==> src/hw/decode_cfg.svh <==
`ifndef DECODE_CFG_SVH
`define DECODE_CFG_SVH

// General purpose register address
`define DEC_REG_ADDR_W 5

// Data path and immediate
`define DEC_DATA_W 32

// Instruction word
`define DEC_INSTR_W 32

// Operation code carried to dispatch
`define DEC_ALUOP_W 5

// Exception code forwarded by the front end
`define DEC_FE_EXCP_W 4

// Full exception vector of the decode stage
`define DEC_EXCP_NUM_W 9

`endif
==> src/hw/decode_pkg.sv <==
`default_nettype none

`include "decode_cfg.svh"

package decode_pkg;

    // ADDI and SLTI reuse ADD and SLT while ANDI and ORI reuse AND and OR
    typedef enum logic [`DEC_ALUOP_W-1:0] {
        ALU_NOP = 0,
        ALU_ADD,
        ALU_SUB,
        ALU_SLT,
        ALU_SLTU,
        ALU_NOR,
        ALU_AND,
        ALU_OR,
        ALU_XOR,
        ALU_SLL,
        ALU_BREAK,
        ALU_SYSCALL,
        ALU_ERTN,
        ALU_IDLE,
        ALU_LUI,
        ALU_LD,
        ALU_ST,
        ALU_B,
        ALU_BL
    } aluop_e;

    // 3R, 2R and privileged layout
    typedef struct packed {
        logic [16:0]                op17;
        logic [`DEC_REG_ADDR_W-1:0] rk;
        logic [`DEC_REG_ADDR_W-1:0] rj;
        logic [`DEC_REG_ADDR_W-1:0] rd;
    } reg_view_t;

    // 2RI12 layout
    typedef struct packed {
        logic [9:0]                 op10;
        logic [11:0]                imm12;
        logic [`DEC_REG_ADDR_W-1:0] rj;
        logic [`DEC_REG_ADDR_W-1:0] rd;
    } imm_view_t;

    typedef union packed {
        reg_view_t reg_v;
        imm_view_t imm_v;
    } instr_word_u;

    // From the top bit down IPE, INE, BREAK, SYSCALL, front-end code and interrupt
    typedef struct packed {
        logic                     ipe;
        logic                     ine;
        logic                     brk;
        logic                     sys;
        logic [`DEC_FE_EXCP_W-1:0] fe;
        logic                     intr;
    } excp_num_t;

endpackage

`default_nettype wire

==> src/hw/dec_result_if.sv <==
`timescale 1ns/1ps
`default_nettype none

`include "decode_cfg.svh"

interface dec_result_if;

    logic                         valid;
    decode_pkg::aluop_e           aluop;
    // Bit 0 is rj, bit 1 the second operand
    logic [1:0]                   reg_read_valid;
    logic [2*`DEC_REG_ADDR_W-1:0] reg_read_addr;
    logic                         reg_write_valid;
    logic [`DEC_REG_ADDR_W-1:0]   reg_write_addr;
    logic                         use_imm;
    logic [`DEC_DATA_W-1:0]       imm;

    modport source (
        output valid, aluop, reg_read_valid, reg_read_addr,
        output reg_write_valid, reg_write_addr, use_imm, imm
    );

    modport sink (
        input valid, aluop, reg_read_valid, reg_read_addr,
        input reg_write_valid, reg_write_addr, use_imm, imm
    );

endinterface

`default_nettype wire

==> src/hw/id_top.sv <==
`timescale 1ns/1ps
`default_nettype none

`include "decode_cfg.svh"

module id_top (
    input  logic                         clk_i,
    input  logic                         rst_n_i,
    input  logic                         ib_valid_i,
    input  logic [`DEC_DATA_W-1:0]       ib_pc_i,
    input  logic [`DEC_INSTR_W-1:0]      ib_instr_i,
    input  logic                         ib_excp_i,
    input  logic [`DEC_FE_EXCP_W-1:0]    ib_excp_num_i,
    input  logic                         has_int_i,
    input  logic [1:0]                   csr_plv_i,
    output logic                         disp_valid_o,
    output logic [`DEC_DATA_W-1:0]       disp_pc_o,
    output logic [`DEC_INSTR_W-1:0]      disp_instr_o,
    output decode_pkg::aluop_e           disp_aluop_o,
    output logic [1:0]                   disp_reg_read_valid_o,
    output logic [2*`DEC_REG_ADDR_W-1:0] disp_reg_read_addr_o,
    output logic                         disp_reg_write_valid_o,
    output logic [`DEC_REG_ADDR_W-1:0]   disp_reg_write_addr_o,
    output logic                         disp_use_imm_o,
    output logic [`DEC_DATA_W-1:0]       disp_imm_o,
    output logic                         disp_excp_o,
    output decode_pkg::excp_num_t        disp_excp_num_o
);

    decode_pkg::instr_word_u instr_word;

    dec_result_if res_reg ();
    dec_result_if res_imm ();

    // A zero word matches no opcode, so both decoders stay silent
    assign instr_word = ib_valid_i ? ib_instr_i : '0;

    reg_format_decoder u_reg_format_decoder (
        .instr_i (instr_word),
        .res_o   (res_reg)
    );

    imm_format_decoder u_imm_format_decoder (
        .instr_i (instr_word),
        .res_o   (res_imm)
    );

    id_stage u_id_stage (
        .clk_i                  (clk_i),
        .rst_n_i                (rst_n_i),
        .ib_valid_i             (ib_valid_i),
        .ib_pc_i                (ib_pc_i),
        .ib_instr_i             (instr_word),
        .ib_excp_i              (ib_excp_i),
        .ib_excp_num_i          (ib_excp_num_i),
        .has_int_i              (has_int_i),
        .csr_plv_i              (csr_plv_i),
        .res_reg                (res_reg),
        .res_imm                (res_imm),
        .disp_valid_o           (disp_valid_o),
        .disp_pc_o              (disp_pc_o),
        .disp_instr_o           (disp_instr_o),
        .disp_aluop_o           (disp_aluop_o),
        .disp_reg_read_valid_o  (disp_reg_read_valid_o),
        .disp_reg_read_addr_o   (disp_reg_read_addr_o),
        .disp_reg_write_valid_o (disp_reg_write_valid_o),
        .disp_reg_write_addr_o  (disp_reg_write_addr_o),
        .disp_use_imm_o         (disp_use_imm_o),
        .disp_imm_o             (disp_imm_o),
        .disp_excp_o            (disp_excp_o),
        .disp_excp_num_o        (disp_excp_num_o)
    );

endmodule

`default_nettype wire

==> src/hw/id_stage.sv <==
`timescale 1ns/1ps
`default_nettype none

`include "decode_cfg.svh"

module id_stage (
    input  logic                         clk_i,
    input  logic                         rst_n_i,
    input  logic                         ib_valid_i,
    input  logic [`DEC_DATA_W-1:0]       ib_pc_i,
    input  logic [`DEC_INSTR_W-1:0]      ib_instr_i,
    input  logic                         ib_excp_i,
    input  logic [`DEC_FE_EXCP_W-1:0]    ib_excp_num_i,
    input  logic                         has_int_i,
    input  logic [1:0]                   csr_plv_i,
    dec_result_if.sink                   res_reg,
    dec_result_if.sink                   res_imm,
    output logic                         disp_valid_o,
    output logic [`DEC_DATA_W-1:0]       disp_pc_o,
    output logic [`DEC_INSTR_W-1:0]      disp_instr_o,
    output decode_pkg::aluop_e           disp_aluop_o,
    output logic [1:0]                   disp_reg_read_valid_o,
    output logic [2*`DEC_REG_ADDR_W-1:0] disp_reg_read_addr_o,
    output logic                         disp_reg_write_valid_o,
    output logic [`DEC_REG_ADDR_W-1:0]   disp_reg_write_addr_o,
    output logic                         disp_use_imm_o,
    output logic [`DEC_DATA_W-1:0]       disp_imm_o,
    output logic                         disp_excp_o,
    output decode_pkg::excp_num_t        disp_excp_num_o
);

    logic                        dec_valid;
    decode_pkg::aluop_e          dec_aluop;
    decode_pkg::excp_num_t       excp_num;
    logic [`DEC_EXCP_NUM_W-1:0]  excp_vec;
    logic                        excp;

    // Decoders drive zero when they miss, so OR is the merge
    assign dec_valid = res_reg.valid | res_imm.valid;
    assign dec_aluop = decode_pkg::aluop_e'(res_reg.aluop | res_imm.aluop);

    assign excp_num.ipe  = ((dec_aluop == decode_pkg::ALU_ERTN) ||
                            (dec_aluop == decode_pkg::ALU_IDLE)) && (csr_plv_i == 2'b11);
    assign excp_num.ine  = ib_valid_i & ~dec_valid;
    assign excp_num.brk  = (dec_aluop == decode_pkg::ALU_BREAK);
    assign excp_num.sys  = (dec_aluop == decode_pkg::ALU_SYSCALL);
    assign excp_num.fe   = ib_excp_i ? ib_excp_num_i : '0;
    assign excp_num.intr = has_int_i;

    // A front-end fault may arrive with a zero code
    assign excp_vec = excp_num;
    assign excp     = ib_excp_i | (|excp_vec);

    always_ff @(posedge clk_i or negedge rst_n_i) begin
        if (!rst_n_i) begin
            disp_valid_o           <= 1'b0;
            disp_pc_o              <= '0;
            disp_instr_o           <= '0;
            disp_aluop_o           <= decode_pkg::ALU_NOP;
            disp_reg_read_valid_o  <= '0;
            disp_reg_read_addr_o   <= '0;
            disp_reg_write_valid_o <= 1'b0;
            disp_reg_write_addr_o  <= '0;
            disp_use_imm_o         <= 1'b0;
            disp_imm_o             <= '0;
            disp_excp_o            <= 1'b0;
            disp_excp_num_o        <= '0;
        end else begin
            // Empty slot clears the whole record
            disp_valid_o    <= ib_valid_i;
            disp_pc_o       <= ib_valid_i ? ib_pc_i : '0;
            disp_instr_o    <= ib_valid_i ? ib_instr_i : '0;
            disp_excp_o     <= ib_valid_i & excp;
            disp_excp_num_o <= ib_valid_i ? excp_num : '0;
            if (ib_valid_i && !excp) begin
                disp_aluop_o           <= dec_aluop;
                disp_reg_read_valid_o  <= res_reg.reg_read_valid | res_imm.reg_read_valid;
                disp_reg_read_addr_o   <= res_reg.reg_read_addr | res_imm.reg_read_addr;
                disp_reg_write_valid_o <= res_reg.reg_write_valid | res_imm.reg_write_valid;
                disp_reg_write_addr_o  <= res_reg.reg_write_addr | res_imm.reg_write_addr;
                disp_use_imm_o         <= res_reg.use_imm | res_imm.use_imm;
                disp_imm_o             <= res_reg.imm | res_imm.imm;
            end else begin
                // Exception turns the instruction into a NOP
                disp_aluop_o           <= decode_pkg::ALU_NOP;
                disp_reg_read_valid_o  <= '0;
                disp_reg_read_addr_o   <= '0;
                disp_reg_write_valid_o <= 1'b0;
                disp_reg_write_addr_o  <= '0;
                disp_use_imm_o         <= 1'b0;
                disp_imm_o             <= '0;
            end
        end
    end

endmodule

`default_nettype wire

==> src/hw/imm_format_decoder.sv <==
`timescale 1ns/1ps
`default_nettype none

`include "decode_cfg.svh"

module imm_format_decoder (
    input  decode_pkg::instr_word_u instr_i,
    dec_result_if.source            res_o
);

    // 2RI12 codes in bits 31..22
    localparam logic [9:0] OP10_SLTI   = 10'h008;
    localparam logic [9:0] OP10_ADDI_W = 10'h00a;
    localparam logic [9:0] OP10_ANDI   = 10'h00d;
    localparam logic [9:0] OP10_ORI    = 10'h00e;
    localparam logic [9:0] OP10_LD_W   = 10'h0a2;
    localparam logic [9:0] OP10_ST_W   = 10'h0a6;

    // 1RI20 code in bits 31..25 and I26 codes in bits 31..26
    localparam logic [6:0] OP7_LU12I_W = 7'h0a;
    localparam logic [5:0] OP6_B       = 6'h14;
    localparam logic [5:0] OP6_BL      = 6'h15;

    localparam logic [`DEC_REG_ADDR_W-1:0] LINK_REG = 1;

    logic [`DEC_DATA_W-1:0] imm12_sext;
    logic [`DEC_DATA_W-1:0] imm12_zext;
    logic [`DEC_DATA_W-1:0] imm20_upper;
    logic [`DEC_DATA_W-1:0] offs26_sext;
    logic [25:0]            offs26;

    // imm20 sits in bits 24..5
    assign imm20_upper = {instr_i[24:5], 12'b0};

    // Top of offs26 sits in bits 9..0 and its bottom in bits 25..10
    assign offs26      = {instr_i[9:0], instr_i[25:10]};
    assign offs26_sext = {{4{offs26[25]}}, offs26, 2'b00};

    assign imm12_sext = {{20{instr_i.imm_v.imm12[11]}}, instr_i.imm_v.imm12};
    assign imm12_zext = {20'b0, instr_i.imm_v.imm12};

    always_comb begin
        res_o.valid           = 1'b1;
        res_o.aluop           = decode_pkg::ALU_NOP;
        res_o.reg_read_valid  = 2'b01;
        res_o.reg_read_addr   = {{`DEC_REG_ADDR_W{1'b0}}, instr_i.imm_v.rj};
        res_o.reg_write_valid = 1'b1;
        res_o.reg_write_addr  = instr_i.imm_v.rd;
        res_o.use_imm         = 1'b1;
        res_o.imm             = imm12_sext;
        case (instr_i.imm_v.op10)
            OP10_SLTI:   res_o.aluop = decode_pkg::ALU_SLT;
            OP10_ADDI_W: res_o.aluop = decode_pkg::ALU_ADD;
            OP10_LD_W:   res_o.aluop = decode_pkg::ALU_LD;
            OP10_ANDI: begin
                res_o.aluop = decode_pkg::ALU_AND;
                res_o.imm   = imm12_zext;
            end
            OP10_ORI: begin
                res_o.aluop = decode_pkg::ALU_OR;
                res_o.imm   = imm12_zext;
            end
            OP10_ST_W: begin
                // Store data comes from rd
                res_o.aluop           = decode_pkg::ALU_ST;
                res_o.reg_read_valid  = 2'b11;
                res_o.reg_read_addr   = {instr_i.imm_v.rd, instr_i.imm_v.rj};
                res_o.reg_write_valid = 1'b0;
                res_o.reg_write_addr  = '0;
            end
            default: begin
                res_o.reg_read_valid = 2'b00;
                res_o.reg_read_addr  = '0;
                if (instr_i[31:25] == OP7_LU12I_W) begin
                    res_o.aluop = decode_pkg::ALU_LUI;
                    res_o.imm   = imm20_upper;
                end else if (instr_i[31:26] == OP6_BL) begin
                    res_o.aluop          = decode_pkg::ALU_BL;
                    res_o.reg_write_addr = LINK_REG;
                    res_o.imm            = offs26_sext;
                end else if (instr_i[31:26] == OP6_B) begin
                    res_o.aluop           = decode_pkg::ALU_B;
                    res_o.reg_write_valid = 1'b0;
                    res_o.reg_write_addr  = '0;
                    res_o.imm             = offs26_sext;
                end else begin
                    res_o.valid           = 1'b0;
                    res_o.reg_write_valid = 1'b0;
                    res_o.reg_write_addr  = '0;
                    res_o.use_imm         = 1'b0;
                    res_o.imm             = '0;
                end
            end
        endcase
    end

endmodule

`default_nettype wire

==> src/hw/reg_format_decoder.sv <==
`timescale 1ns/1ps
`default_nettype none

`include "decode_cfg.svh"

module reg_format_decoder (
    input  decode_pkg::instr_word_u instr_i,
    dec_result_if.source            res_o
);

    // op17 codes in bits 31..15
    localparam logic [16:0] OP17_ADD_W   = 17'h00020;
    localparam logic [16:0] OP17_SUB_W   = 17'h00022;
    localparam logic [16:0] OP17_SLT     = 17'h00024;
    localparam logic [16:0] OP17_SLTU    = 17'h00025;
    localparam logic [16:0] OP17_NOR     = 17'h00028;
    localparam logic [16:0] OP17_AND     = 17'h00029;
    localparam logic [16:0] OP17_OR      = 17'h0002a;
    localparam logic [16:0] OP17_XOR     = 17'h0002b;
    localparam logic [16:0] OP17_SLL_W   = 17'h0002e;
    localparam logic [16:0] OP17_BREAK   = 17'h00054;
    localparam logic [16:0] OP17_SYSCALL = 17'h00056;
    // Idle carries a level in the low 15 bits
    localparam logic [16:0] OP17_IDLE    = 17'h00c91;

    localparam logic [`DEC_INSTR_W-1:0] ERTN_WORD = 32'h0648_3800;

    logic               hit_3r;
    decode_pkg::aluop_e op_3r;

    // Arithmetic and logic ops reading rj and rk
    always_comb begin
        hit_3r = 1'b1;
        op_3r  = decode_pkg::ALU_NOP;
        case (instr_i.reg_v.op17)
            OP17_ADD_W: op_3r = decode_pkg::ALU_ADD;
            OP17_SUB_W: op_3r = decode_pkg::ALU_SUB;
            OP17_SLT:   op_3r = decode_pkg::ALU_SLT;
            OP17_SLTU:  op_3r = decode_pkg::ALU_SLTU;
            OP17_NOR:   op_3r = decode_pkg::ALU_NOR;
            OP17_AND:   op_3r = decode_pkg::ALU_AND;
            OP17_OR:    op_3r = decode_pkg::ALU_OR;
            OP17_XOR:   op_3r = decode_pkg::ALU_XOR;
            OP17_SLL_W: op_3r = decode_pkg::ALU_SLL;
            default:    hit_3r = 1'b0;
        endcase
    end

    always_comb begin
        res_o.valid           = 1'b0;
        res_o.aluop           = decode_pkg::ALU_NOP;
        res_o.reg_read_valid  = 2'b00;
        res_o.reg_read_addr   = '0;
        res_o.reg_write_valid = 1'b0;
        res_o.reg_write_addr  = '0;
        res_o.use_imm         = 1'b0;
        res_o.imm             = '0;
        if (hit_3r) begin
            res_o.valid           = 1'b1;
            res_o.aluop           = op_3r;
            res_o.reg_read_valid  = 2'b11;
            res_o.reg_read_addr   = {instr_i.reg_v.rk, instr_i.reg_v.rj};
            res_o.reg_write_valid = 1'b1;
            res_o.reg_write_addr  = instr_i.reg_v.rd;
        end else if (instr_i.reg_v.op17 == OP17_BREAK) begin
            res_o.valid = 1'b1;
            res_o.aluop = decode_pkg::ALU_BREAK;
        end else if (instr_i.reg_v.op17 == OP17_SYSCALL) begin
            res_o.valid = 1'b1;
            res_o.aluop = decode_pkg::ALU_SYSCALL;
        end else if (instr_i == ERTN_WORD) begin
            res_o.valid = 1'b1;
            res_o.aluop = decode_pkg::ALU_ERTN;
        end else if (instr_i.reg_v.op17 == OP17_IDLE) begin
            res_o.valid = 1'b1;
            res_o.aluop = decode_pkg::ALU_IDLE;
        end
    end

endmodule

`default_nettype wire

==> config.mk <==
export PLATFORM = sky130hd
export DESIGN_NAME = id_top
export DESIGN_NICKNAME = d
export VERILOG_FILES = /design/src/hw/decode_pkg.sv /design/src/hw/dec_result_if.sv /design/src/hw/id_top.sv /design/src/hw/id_stage.sv /design/src/hw/imm_format_decoder.sv /design/src/hw/reg_format_decoder.sv
export VERILOG_INCLUDE_DIRS = /design/src /design/src/hw
export SDC_FILE = /design/constraint.sdc
export NUM_CORES = 1
export LEC_CHECK = 0
export ABC_AREA = 1
export BUFFER_PORTS_ARGS = -buffer_cell sky130_fd_sc_hd__buf_2
export CAP_MARGIN = 40
export CORE_MARGIN = 2
export CORE_UTILIZATION = 50
export CTS_BUF_LIST = sky130_fd_sc_hd__clkbuf_16
export CTS_CLUSTER_DIAMETER = 200
export DETAILED_ROUTE_END_ITERATION = 10
export PLACE_DENSITY = 0.76
export RECOVER_POWER = 100
export SYNTH_ARGS = -nofsm -noshare
export SYNTH_HDL_FRONTEND = slang
export SYNTH_SLANG_ARGS = --single-unit
export TNS_END_PERCENT = 30
==> constraint.sdc <==
create_clock -name clk_i -period 0.8 [get_ports clk_i]
set_clock_uncertainty 0.05 [all_clocks]
set_input_delay 0.04 -clock clk_i [delete_from_list [all_inputs] [get_ports clk_i]]
set_output_delay 0.04 -clock clk_i [all_outputs]
set_load 0.05 [all_outputs]
==> results.ini, run 1 <==
[global_routing]
grt_overflow = 51
grt_start_max_net_pins = 59
grtUsageTotal_pct = 71.01

[outcome]
stop_stage = 5_1_grt
outcome = did not finish
stop_error = [ERROR GRT-0232] Routing congestion too high. Check the congestion heatmap in the GUI.

[synthesis]
syn_nets = 760
synth_area_leaders = dfrtp_1 (57%), nand2_1 (10%), nor2_1 (7.7%), inv_1 (6.7%), nand3_1 (4.0%)
yosysSeqAreaShare_pct = 57.12
synth_cells = 685
ys_ff_latch = 131
synth_top_area_share_pct = 57.12
synth_warnings = 0
synth_top_cell_by_area = dfrtp_1
ys_types = 27
syn_avg_cell_area_um2 = 8.378
syn_area_mm2 = 0.005739

[die]
num_rows = 39
die_w_um = 111.1
die_h_um = 111.1
start_util_pct = 50.70
io_pins = 206

[place]
placed_area_mm2 = 0.008068
portBuffers = 205
dp.cells = 1158
dpl.hpwl_um = 13870
gp_congestion = 0.9488

[clock_tree]
cts_max_level = 4
clock_sinks = 131
cts_buffer_depth = 2
cts_made_buffers = 17
root_buffer = clkbuf_16

[timing]
worstEndpointType = register data pin
grt-worst-endpoint = u_id_stage.disp_imm_o[25]$_DFF_PN0_/D

## metal layers
layer	overflow	global-route usage [%]
met1	1	70.71
met2	28	93.13
met3	1	49.32
met4	21	73.00
met5	0	4.167
## Yosys cell counts
master	instances
nor4_1	1
buf_4	3
clkbuf_1	11
buf_6	6
and2_1	1
nand2_2	6
nor3_1	9
inv_1	103
a22oi_1	16
inv_2	6
nor2_4	1
nor3_2	1
o21ai_1	2
or2_2	1
buf_2	2
o22ai_1	15
nand2_1	155
nor2_1	117
nand4_1	9
o21bai_1	5
nor2_2	15
a21oi_1	1
nand3_1	46
o2111ai_1	1
nand2_4	1
o21ai_0	20
dfrtp_1	131
## kinds of logic after synthesis
| kind of cell | share of synthesized area, % |
|---|---|
| and+or+nand+nor | 26.75 |
| DFF | 57.12 |
| buffers and inverters | 9.592 |
| AOI/OAI and AO/OA | 6.540 |
## stage by stage
stage	hold slack [ns]	worst slack (ns)
floorplan	-0.3056	-0.8581
global placement	0.01513	-1.313
detailed placement	0.02046	-1.379
CTS	-0.1394	-0.8033
## repair_timing
| item | CTS |
|---|---|
| setup buffers | 6 |
| gates cloned | 4 |
| endpoints found under the setup margin | 192 |
| hold endpoints to repair | 176 |
| gates resized for setup | 290 |
| hold buffers | 41 |
| pin swaps | 19 |
==> run 2: changes to the inputs <==
- CORE_UTILIZATION: 50 -> 40
- CTS_BUF_LIST: sky130_fd_sc_hd__clkbuf_16 -> not set
- CTS_CLUSTER_DIAMETER: 200 -> not set
- PLACE_DENSITY: 0.76 -> not set
- PLACE_DENSITY_LB_ADDON: not set -> 0.15
==> run 2 against run 1 <==
  * The flow now finishes, with violations (hold timing, setup timing)
  * Synthesized area is the same
  * Synthesized cell count is the same
==> results.ini, run 2 <==
[outcome]
outcome = finished, violations left
violations = hold timing, setup timing

[clock_tree]
cts_max_level = 4  ; unchanged
clk_pin_slew_ns = 0.06
cts_buffer_depth = 2  ; unchanged
root_buffer = clkbuf_16
clock_sinks = 131  ; unchanged
cts_made_buffers = 17  ; unchanged
cts_tree = done
holdBufCountCts = 41  ; unchanged

[power]
ir_worst_vdd_v = 0.001291
p_clk_share_pct = 42.6
powerDensity_mw_per_mm2 = 1641
power.switching_mw = 5.510
p_comb_share_pct = 19.5
leakage_nw = 5.799
p_seq_share_pct = 37.9
power.switching_fraction_pct = 30.26
p_int_mw = 12.70

[timing]
min_period_over_period_pct = 207.7
worst_pin_slew_ns = 0.4423
maxSlewViolCount = 0
hold_viol = 14
fin_crit_ns = 1.662
rsz0062_at_grt = yes
relSlewSlack_pct = 70.20
max_clock_freq_ghz = 0.6017
setup_viol = 190
holdWs_ns = -0.08513
fin_ws_ns = -0.8620

[layout]
drive_above_1_share_pct = 51.41
layout_common_cells = buf_6 (140), dfrtp_1 (131), buf_4 (128)
fin_nets = 1161
final_common_cell = buf_6
antenna_cells = 0
final_cells = 1279
reg_top3 = u_id_stage.disp_imm_o (32), u_id_stage.disp_instr_o (32), u_id_stage.disp_pc_o (32)
utilization_pct = 79.59
area_delta_synth_final_pct = 93.24

[critical_path]
cpMaxStageDelayCell = clkbuf_16
crit_chain = buf_2 -> inv_1 -> nand3_1 -> nor2_1 -> nand4_1 -> nand2_2 -> inv_1 -> nand3_2 -> nor2_2 -> nand2_1 -> nand3_2 -> nor2_4 -> nand2_8 -> clkbuf_16 -> nor2_2
cp-end-kind = flop
crit_arrival_ns = 1.96
critPathLaunchType = primary input
crit_fanout = 7
worstPathRequired_ns = 1.10
cp_slowest_stage_delay_ns = 0.22
critPathKind = in2reg

[routing]
wl_per_cell_um = 17.63
wl_um = 22540
drtIter0Drc = 320
via_per_inst = 5.017
vias = 6417
ant_nets = 0
route.detailed.drc = 0
dr.pass1.iters = 8

[synthesis]
ys_top_cells_by_count = nand2_1 (155), dfrtp_1 (131), nor2_1 (117)
synth_top_cell_by_area = dfrtp_1
syn_area_mm2 = 0.005739  ; unchanged
synth.most_common_cell = nand2_1
synth_warnings = 0  ; unchanged
synth-edff-count = 0  ; unchanged
yosysSeqAreaShare_pct = 57.12  ; unchanged
ys_types = 27  ; unchanged
syn_avg_cell_area_um2 = 8.378  ; unchanged
synth-main-ff-cell = dfrtp_1
syn_nets = 760  ; unchanged
ys_ff_latch = 131  ; unchanged
async_flop_share_pct = 100.0  ; unchanged
synth_top_area_share_pct = 57.12  ; unchanged
synth_cells = 685  ; unchanged
synth_area_leaders = dfrtp_1 (57%), nand2_1 (10%), nor2_1 (7.7%), inv_1 (6.7%), nand3_1 (4.0%)

[place]
dpl.hpwl_um = 14130  ; +1.8%
dp.cells = 1181  ; +2.0%
portBuffers = 205  ; unchanged
gp_congestion = 0.9477  ; -0.12%

[global_routing]
grtUsageTotal_pct = 26.09
grt_pass1_vias = 6064
antenna_found_initial = 0
grt_start_max_net_pins = 36
grt_overflow = 0
grt_pass1_wl_um = 29810

[die]
die_w_um = 123.8  ; +11%
start_util_pct = 41.19  ; -9.5 points
num_rows = 43  ; +10%
die_h_um = 123.8  ; +11%
dieArea_mm2 = 0.01532
io_pins = 206  ; unchanged
fp.coreArea_mm2 = 0.01393

[min_path]
min_from = ib_instr_i[12]
min_path_type = in2reg
whs_endpoint = u_id_stage.disp_instr_o[12]
whs_path_depth = 3

[job]
cap_violations = 0

## run 2: cell counts after synthesis
Identical to the previous run, type by type.
## run 2: stage by stage
stage	instance area [um^2]	setup TNS, ns	hold slack, ns	setup WS [ns]	total power, mW
finish	11090	-78.97	-0.08513	-0.8620	18.21
global route	11090	-92.89	-0.06186	-1.033	18.83
CTS	9646	-83.30	-0.1018	-0.7926	17.63
detailed placement	8063	-92.55	-0.1321	-1.394	9.540
global placement	8063	-89.59	-0.1328	-1.344	9.525
floorplan	5842	-60.86	-0.3056	-0.8581	8.332
## run 2: cells by family (layout without fill, tap and decap cells)
family / count (synthesis) / after routing / share of synthesized area, %
flip-flops: 131 / 131 / 57.12
AO/OA/AOI/OAI: 60 / 60 / 6.540
AND/OR/NAND/NOR: 363 / 363 / 26.75
buffers and inverters: 131 / 545 / 9.592
## run 2: final cells by class
type                    instances  area [um^2]
repair buffers                404         3826
flip-flops and latches        131         3278
fillers                       843         2844
multi-input cells             423         2760
clock buffers                  17        425.4
inverters                     109        409.1
well taps                     180        225.2
clock inverters                15        166.4
## run 2: timing repair
action / in CTS / in global routing
pin swaps: 14 / 25
endpoints found under the setup margin: 192 / 192
endpoints found under the hold margin: 179 / 7
buffers inserted: 9 / 6
gates cloned: 5 / 6
gates resized for setup: 119 / 483
## run 2: critical path, delay by kind of cell
kind / cells / cell delay (ns)
buffers and inverters: 4 / 0.54
and+or+nand+nor: 11 / 1.36
## run 2: routing by layer
metal,vias up,track usage [%],wire length (um)
met4,0,12.07,1042
met1,3095,31.87,8314
met5,-,0,0
li1,2935,-,-
met3,85,5.815,1507
met2,302,43.99,11680
## run 2: worst max path at each step
stage,start,endpoint,slack [ns],cells past startpoint
6_report,ib_instr_i[22],u_id_stage.disp_imm_o[18],-0.86,15
5_1_grt,ib_instr_i[22],u_id_stage.disp_imm_o[18],-1.03,15
4_1_cts,ib_valid_i,u_id_stage.disp_reg_read_addr_o[7],-0.79,17
3_5_place_dp,ib_valid_i,u_id_stage.disp_imm_o[7],-1.39,19
3_3_place_gp,ib_valid_i,u_id_stage.disp_imm_o[8],-1.34,18
2_1_floorplan,ib_valid_i,u_id_stage.disp_aluop_o[0],-0.86,17
## run 2: power by group through the flow
stage | clock network, mW | logic (mW) | registers [mW]
detailed placement | 0 | 2.56 | 6.98
finish | 7.75 | 3.55 | 6.91
floorplan | 0 | 0.658 | 7.67
global route | 8.16 | 3.75 | 6.92
global placement | 0 | 2.55 | 6.97
CTS | 7.80 | 2.97 | 6.86
Power figures use the tool's default switching activity.
==> run 3: changes to the inputs <==
--- a/config.mk
+++ b/config.mk
@@ -16,2 +16,3 @@
 export RECOVER_POWER = 100
+export SLEW_MARGIN = 20
 export SYNTH_ARGS = -nofsm -noshare
==> constraint.sdc (replaced) <==
create_clock -name clk_i -period 1.85 [get_ports clk_i]
set_clock_uncertainty 0.05 [all_clocks]
set_input_delay 0 -clock clk_i [delete_from_list [all_inputs] [get_ports clk_i]]
set_output_delay 0 -clock clk_i [all_outputs]
set_load 0.05 [all_outputs]
==> run 3 against run 2 <==
  * The run ends with DRC left
  * Routed wire length down 10%
  * Utilization is 13 points lower
  * Clock-buffer cell count grew 2
  * Worst setup slack better by 0.98 ns
  * Critical path type unchanged
  * Highest routed layer unchanged
==> results.ini, run 3 (same netlist as run 2, synthesis figures left out) <==
[power]
p_int_mw = 5.929  ; -53%
leakage_nw = 5.050  ; -13%
ir_worst_vdd_v = 0.0005713  ; -56%
p_comb_share_pct = 15.0  ; -4.5 points
powerDensity_mw_per_mm2 = 858.5  ; -48%
power.switching_mw = 2.042  ; -63%
p_clk_share_pct = 47.7  ; +5.1 points
power.switching_fraction_pct = 25.61  ; -4.7 points
p_seq_share_pct = 37.3  ; -0.6 points

[die]
num_rows = 43  ; unchanged
io_pins = 206  ; unchanged
die_h_um = 123.8  ; unchanged
dieArea_mm2 = 0.01532  ; unchanged
fp.coreArea_mm2 = 0.01393  ; unchanged
die_w_um = 123.8  ; unchanged
start_util_pct = 41.19  ; unchanged

[timing]
max_clock_freq_ghz = 0.5761
fin_ws_ns = 0.1143  ; +0.9763 ns
fin_crit_ns = 1.736
relSlewSlack_pct = 54.42  ; -16 points
min_period_over_period_pct = 93.82
maxSlewViolCount = 0  ; unchanged
worst_pin_slew_ns = 0.6867  ; +0.2444 ns
setup_viol = 0  ; -100%
hold_viol = 0  ; -14

[place]
dpl_worst_slack_ns = -0.4985  ; +0.8951 ns
portBuffers = 205  ; unchanged
gp_congestion = 0.9015  ; -4.9%
dp.cells = 1177  ; -0.34%
dpl.hpwl_um = 13890  ; -1.7%

[outcome]
violations = DRC
outcome = finished, violations left

[global_routing]
grt_overflow = 0  ; unchanged
grt_pass1_wl_um = 29610  ; -0.65%
busiest_layer = met2
met3_usage_pct = 5.586  ; -0.23 points
use_met1_pct = 31.96  ; +0.081 points
grt_pass1_vias = 5787  ; -4.6%
grt_start_max_net_pins = 55  ; +53%
grtUsageTotal_pct = 25.86  ; -0.24 points
antenna_found_initial = 0  ; unchanged
use_met2_pct = 45.09  ; +1.1 points

[layout]
antenna_cells = 0  ; unchanged
area_delta_synth_final_pct = 61.76
final_common_cell = nand2_1
layout_common_cells = nand2_1 (143), clkbuf_1 (134), buf_4 (132)
final_cells = 1277  ; -0.16%
drive_above_1_share_pct = 27.35  ; -24 points
utilization_pct = 66.62  ; -13 points
reg_top3 = u_id_stage.disp_imm_o (32), u_id_stage.disp_instr_o (32), u_id_stage.disp_pc_o (32)
fin_nets = 1160  ; -0.086%

[routing]
wl_per_cell_um = 15.84  ; -10%
route.detailed.drc = 2  ; +2
ant_nets = 0  ; unchanged
drtIter0Drc = 368  ; +15%
dr.pass1.iters = 8  ; unchanged
via_per_inst = 4.745  ; -5.4%
wl_um = 20230  ; -10%
vias = 6059  ; -5.6%

[critical_path]
critPathLaunchType = primary input
cp-end-kind = flop
crit_arrival_ns = 2.03  ; +0.07 ns
cpMaxStageDelayCell = dlygate4sd3_1
crit_buf_inv = 2  ; -2
cp_slowest_stage_delay_ns = 0.60  ; +0.38 ns
cp_common_cell = nand3_2
worstPathRequired_ns = 2.14  ; +1.04 ns
critPathKind = in2reg
crit_fanout = 5  ; -2
crit_family = simple AND/OR/NAND/NOR gates
crit_chain = dlygate4sd3_1 -> nand3_2 -> nor2_2 -> nand2_1 -> nor2_2 -> nand3_2 -> nand3_2 -> nor2_1 -> nand2_1 -> nand3_2 -> nor2_4 -> nand2_4 -> clkbuf_2 -> nor2_1

[clock_tree]
cts_max_level = 4  ; unchanged
cts_buffer_depth = 2  ; unchanged
root_buffer = clkbuf_16
clk_pin_slew_ns = 0.06  ; about the same
clock_sinks = 131  ; unchanged
cts_tree = done
cts_made_buffers = 17  ; unchanged

[job]
cap_violations = 0  ; unchanged

[min_path]
min_path_type = in2reg

[run 3: routing by layer]
metal  share of wire, %  vias up
li1                   -     2929
met1                 40     2837
met2                 51      263
met3                7.1       30
met4                2.3        0
met5                  0        -
[run 3: layout make-up]
class                   count  area [um^2]
repair buffers            402         2653
fillers                  1230         4651
inverters                 109        409.1
clock inverters            12        227.7
multi-input cells         424         2048
clock buffers              19        442.9
well taps                 180        225.2
flip-flops and latches    131         3278
[run 3: power by group through the flow]
stage / Clock, mW / Combinational [mW] / Sequential, mW
floorplan: 0 / 0.262 / 3.32
global route: 3.97 / 1.29 / 2.98
finish: 3.80 / 1.20 / 2.97
CTS: 3.85 / 1.18 / 2.97
detailed placement: 0 / 1.07 / 3.02
global placement: 0 / 1.06 / 3.02
[run 3: worst paths after layout]
check	end	cells after the start	from
max	u_id_stage.disp_imm_o[24]	14	ib_instr_i[11]
max in group asynchronous	u_id_stage.disp_reg_read_addr_o[5]	3	rst_n_i
min in group asynchronous	u_id_stage.disp_imm_o[1]	3	rst_n_i
min	u_id_stage.disp_instr_o[28]	4	ib_instr_i[28]
[run 3: repair_timing]
action                     in CTS  in global routing
setup buffers                   0                  9
gates cloned                    0                  6
hold buffers                   65                  1
setup endpoints to repair       6                 56
pin swaps                       0                 22
resized for setup               1                 59
hold endpoints to repair      189                  1
[run 3: per-stage QoR]
stage               total power [mW]  hold WS (ns)  instance area, um^2  setup TNS [ns]
floorplan                      3.580       -0.3456                 5739               0
global placement               4.081       -0.2249                 7899          -22.18
detailed placement             4.084       -0.2249                 7899          -20.65
CTS                            7.996       0.01351                 9223               0
global route                   8.243       0.04316                 9284        -0.05321
finish                         7.970       0.02149                 9284               0
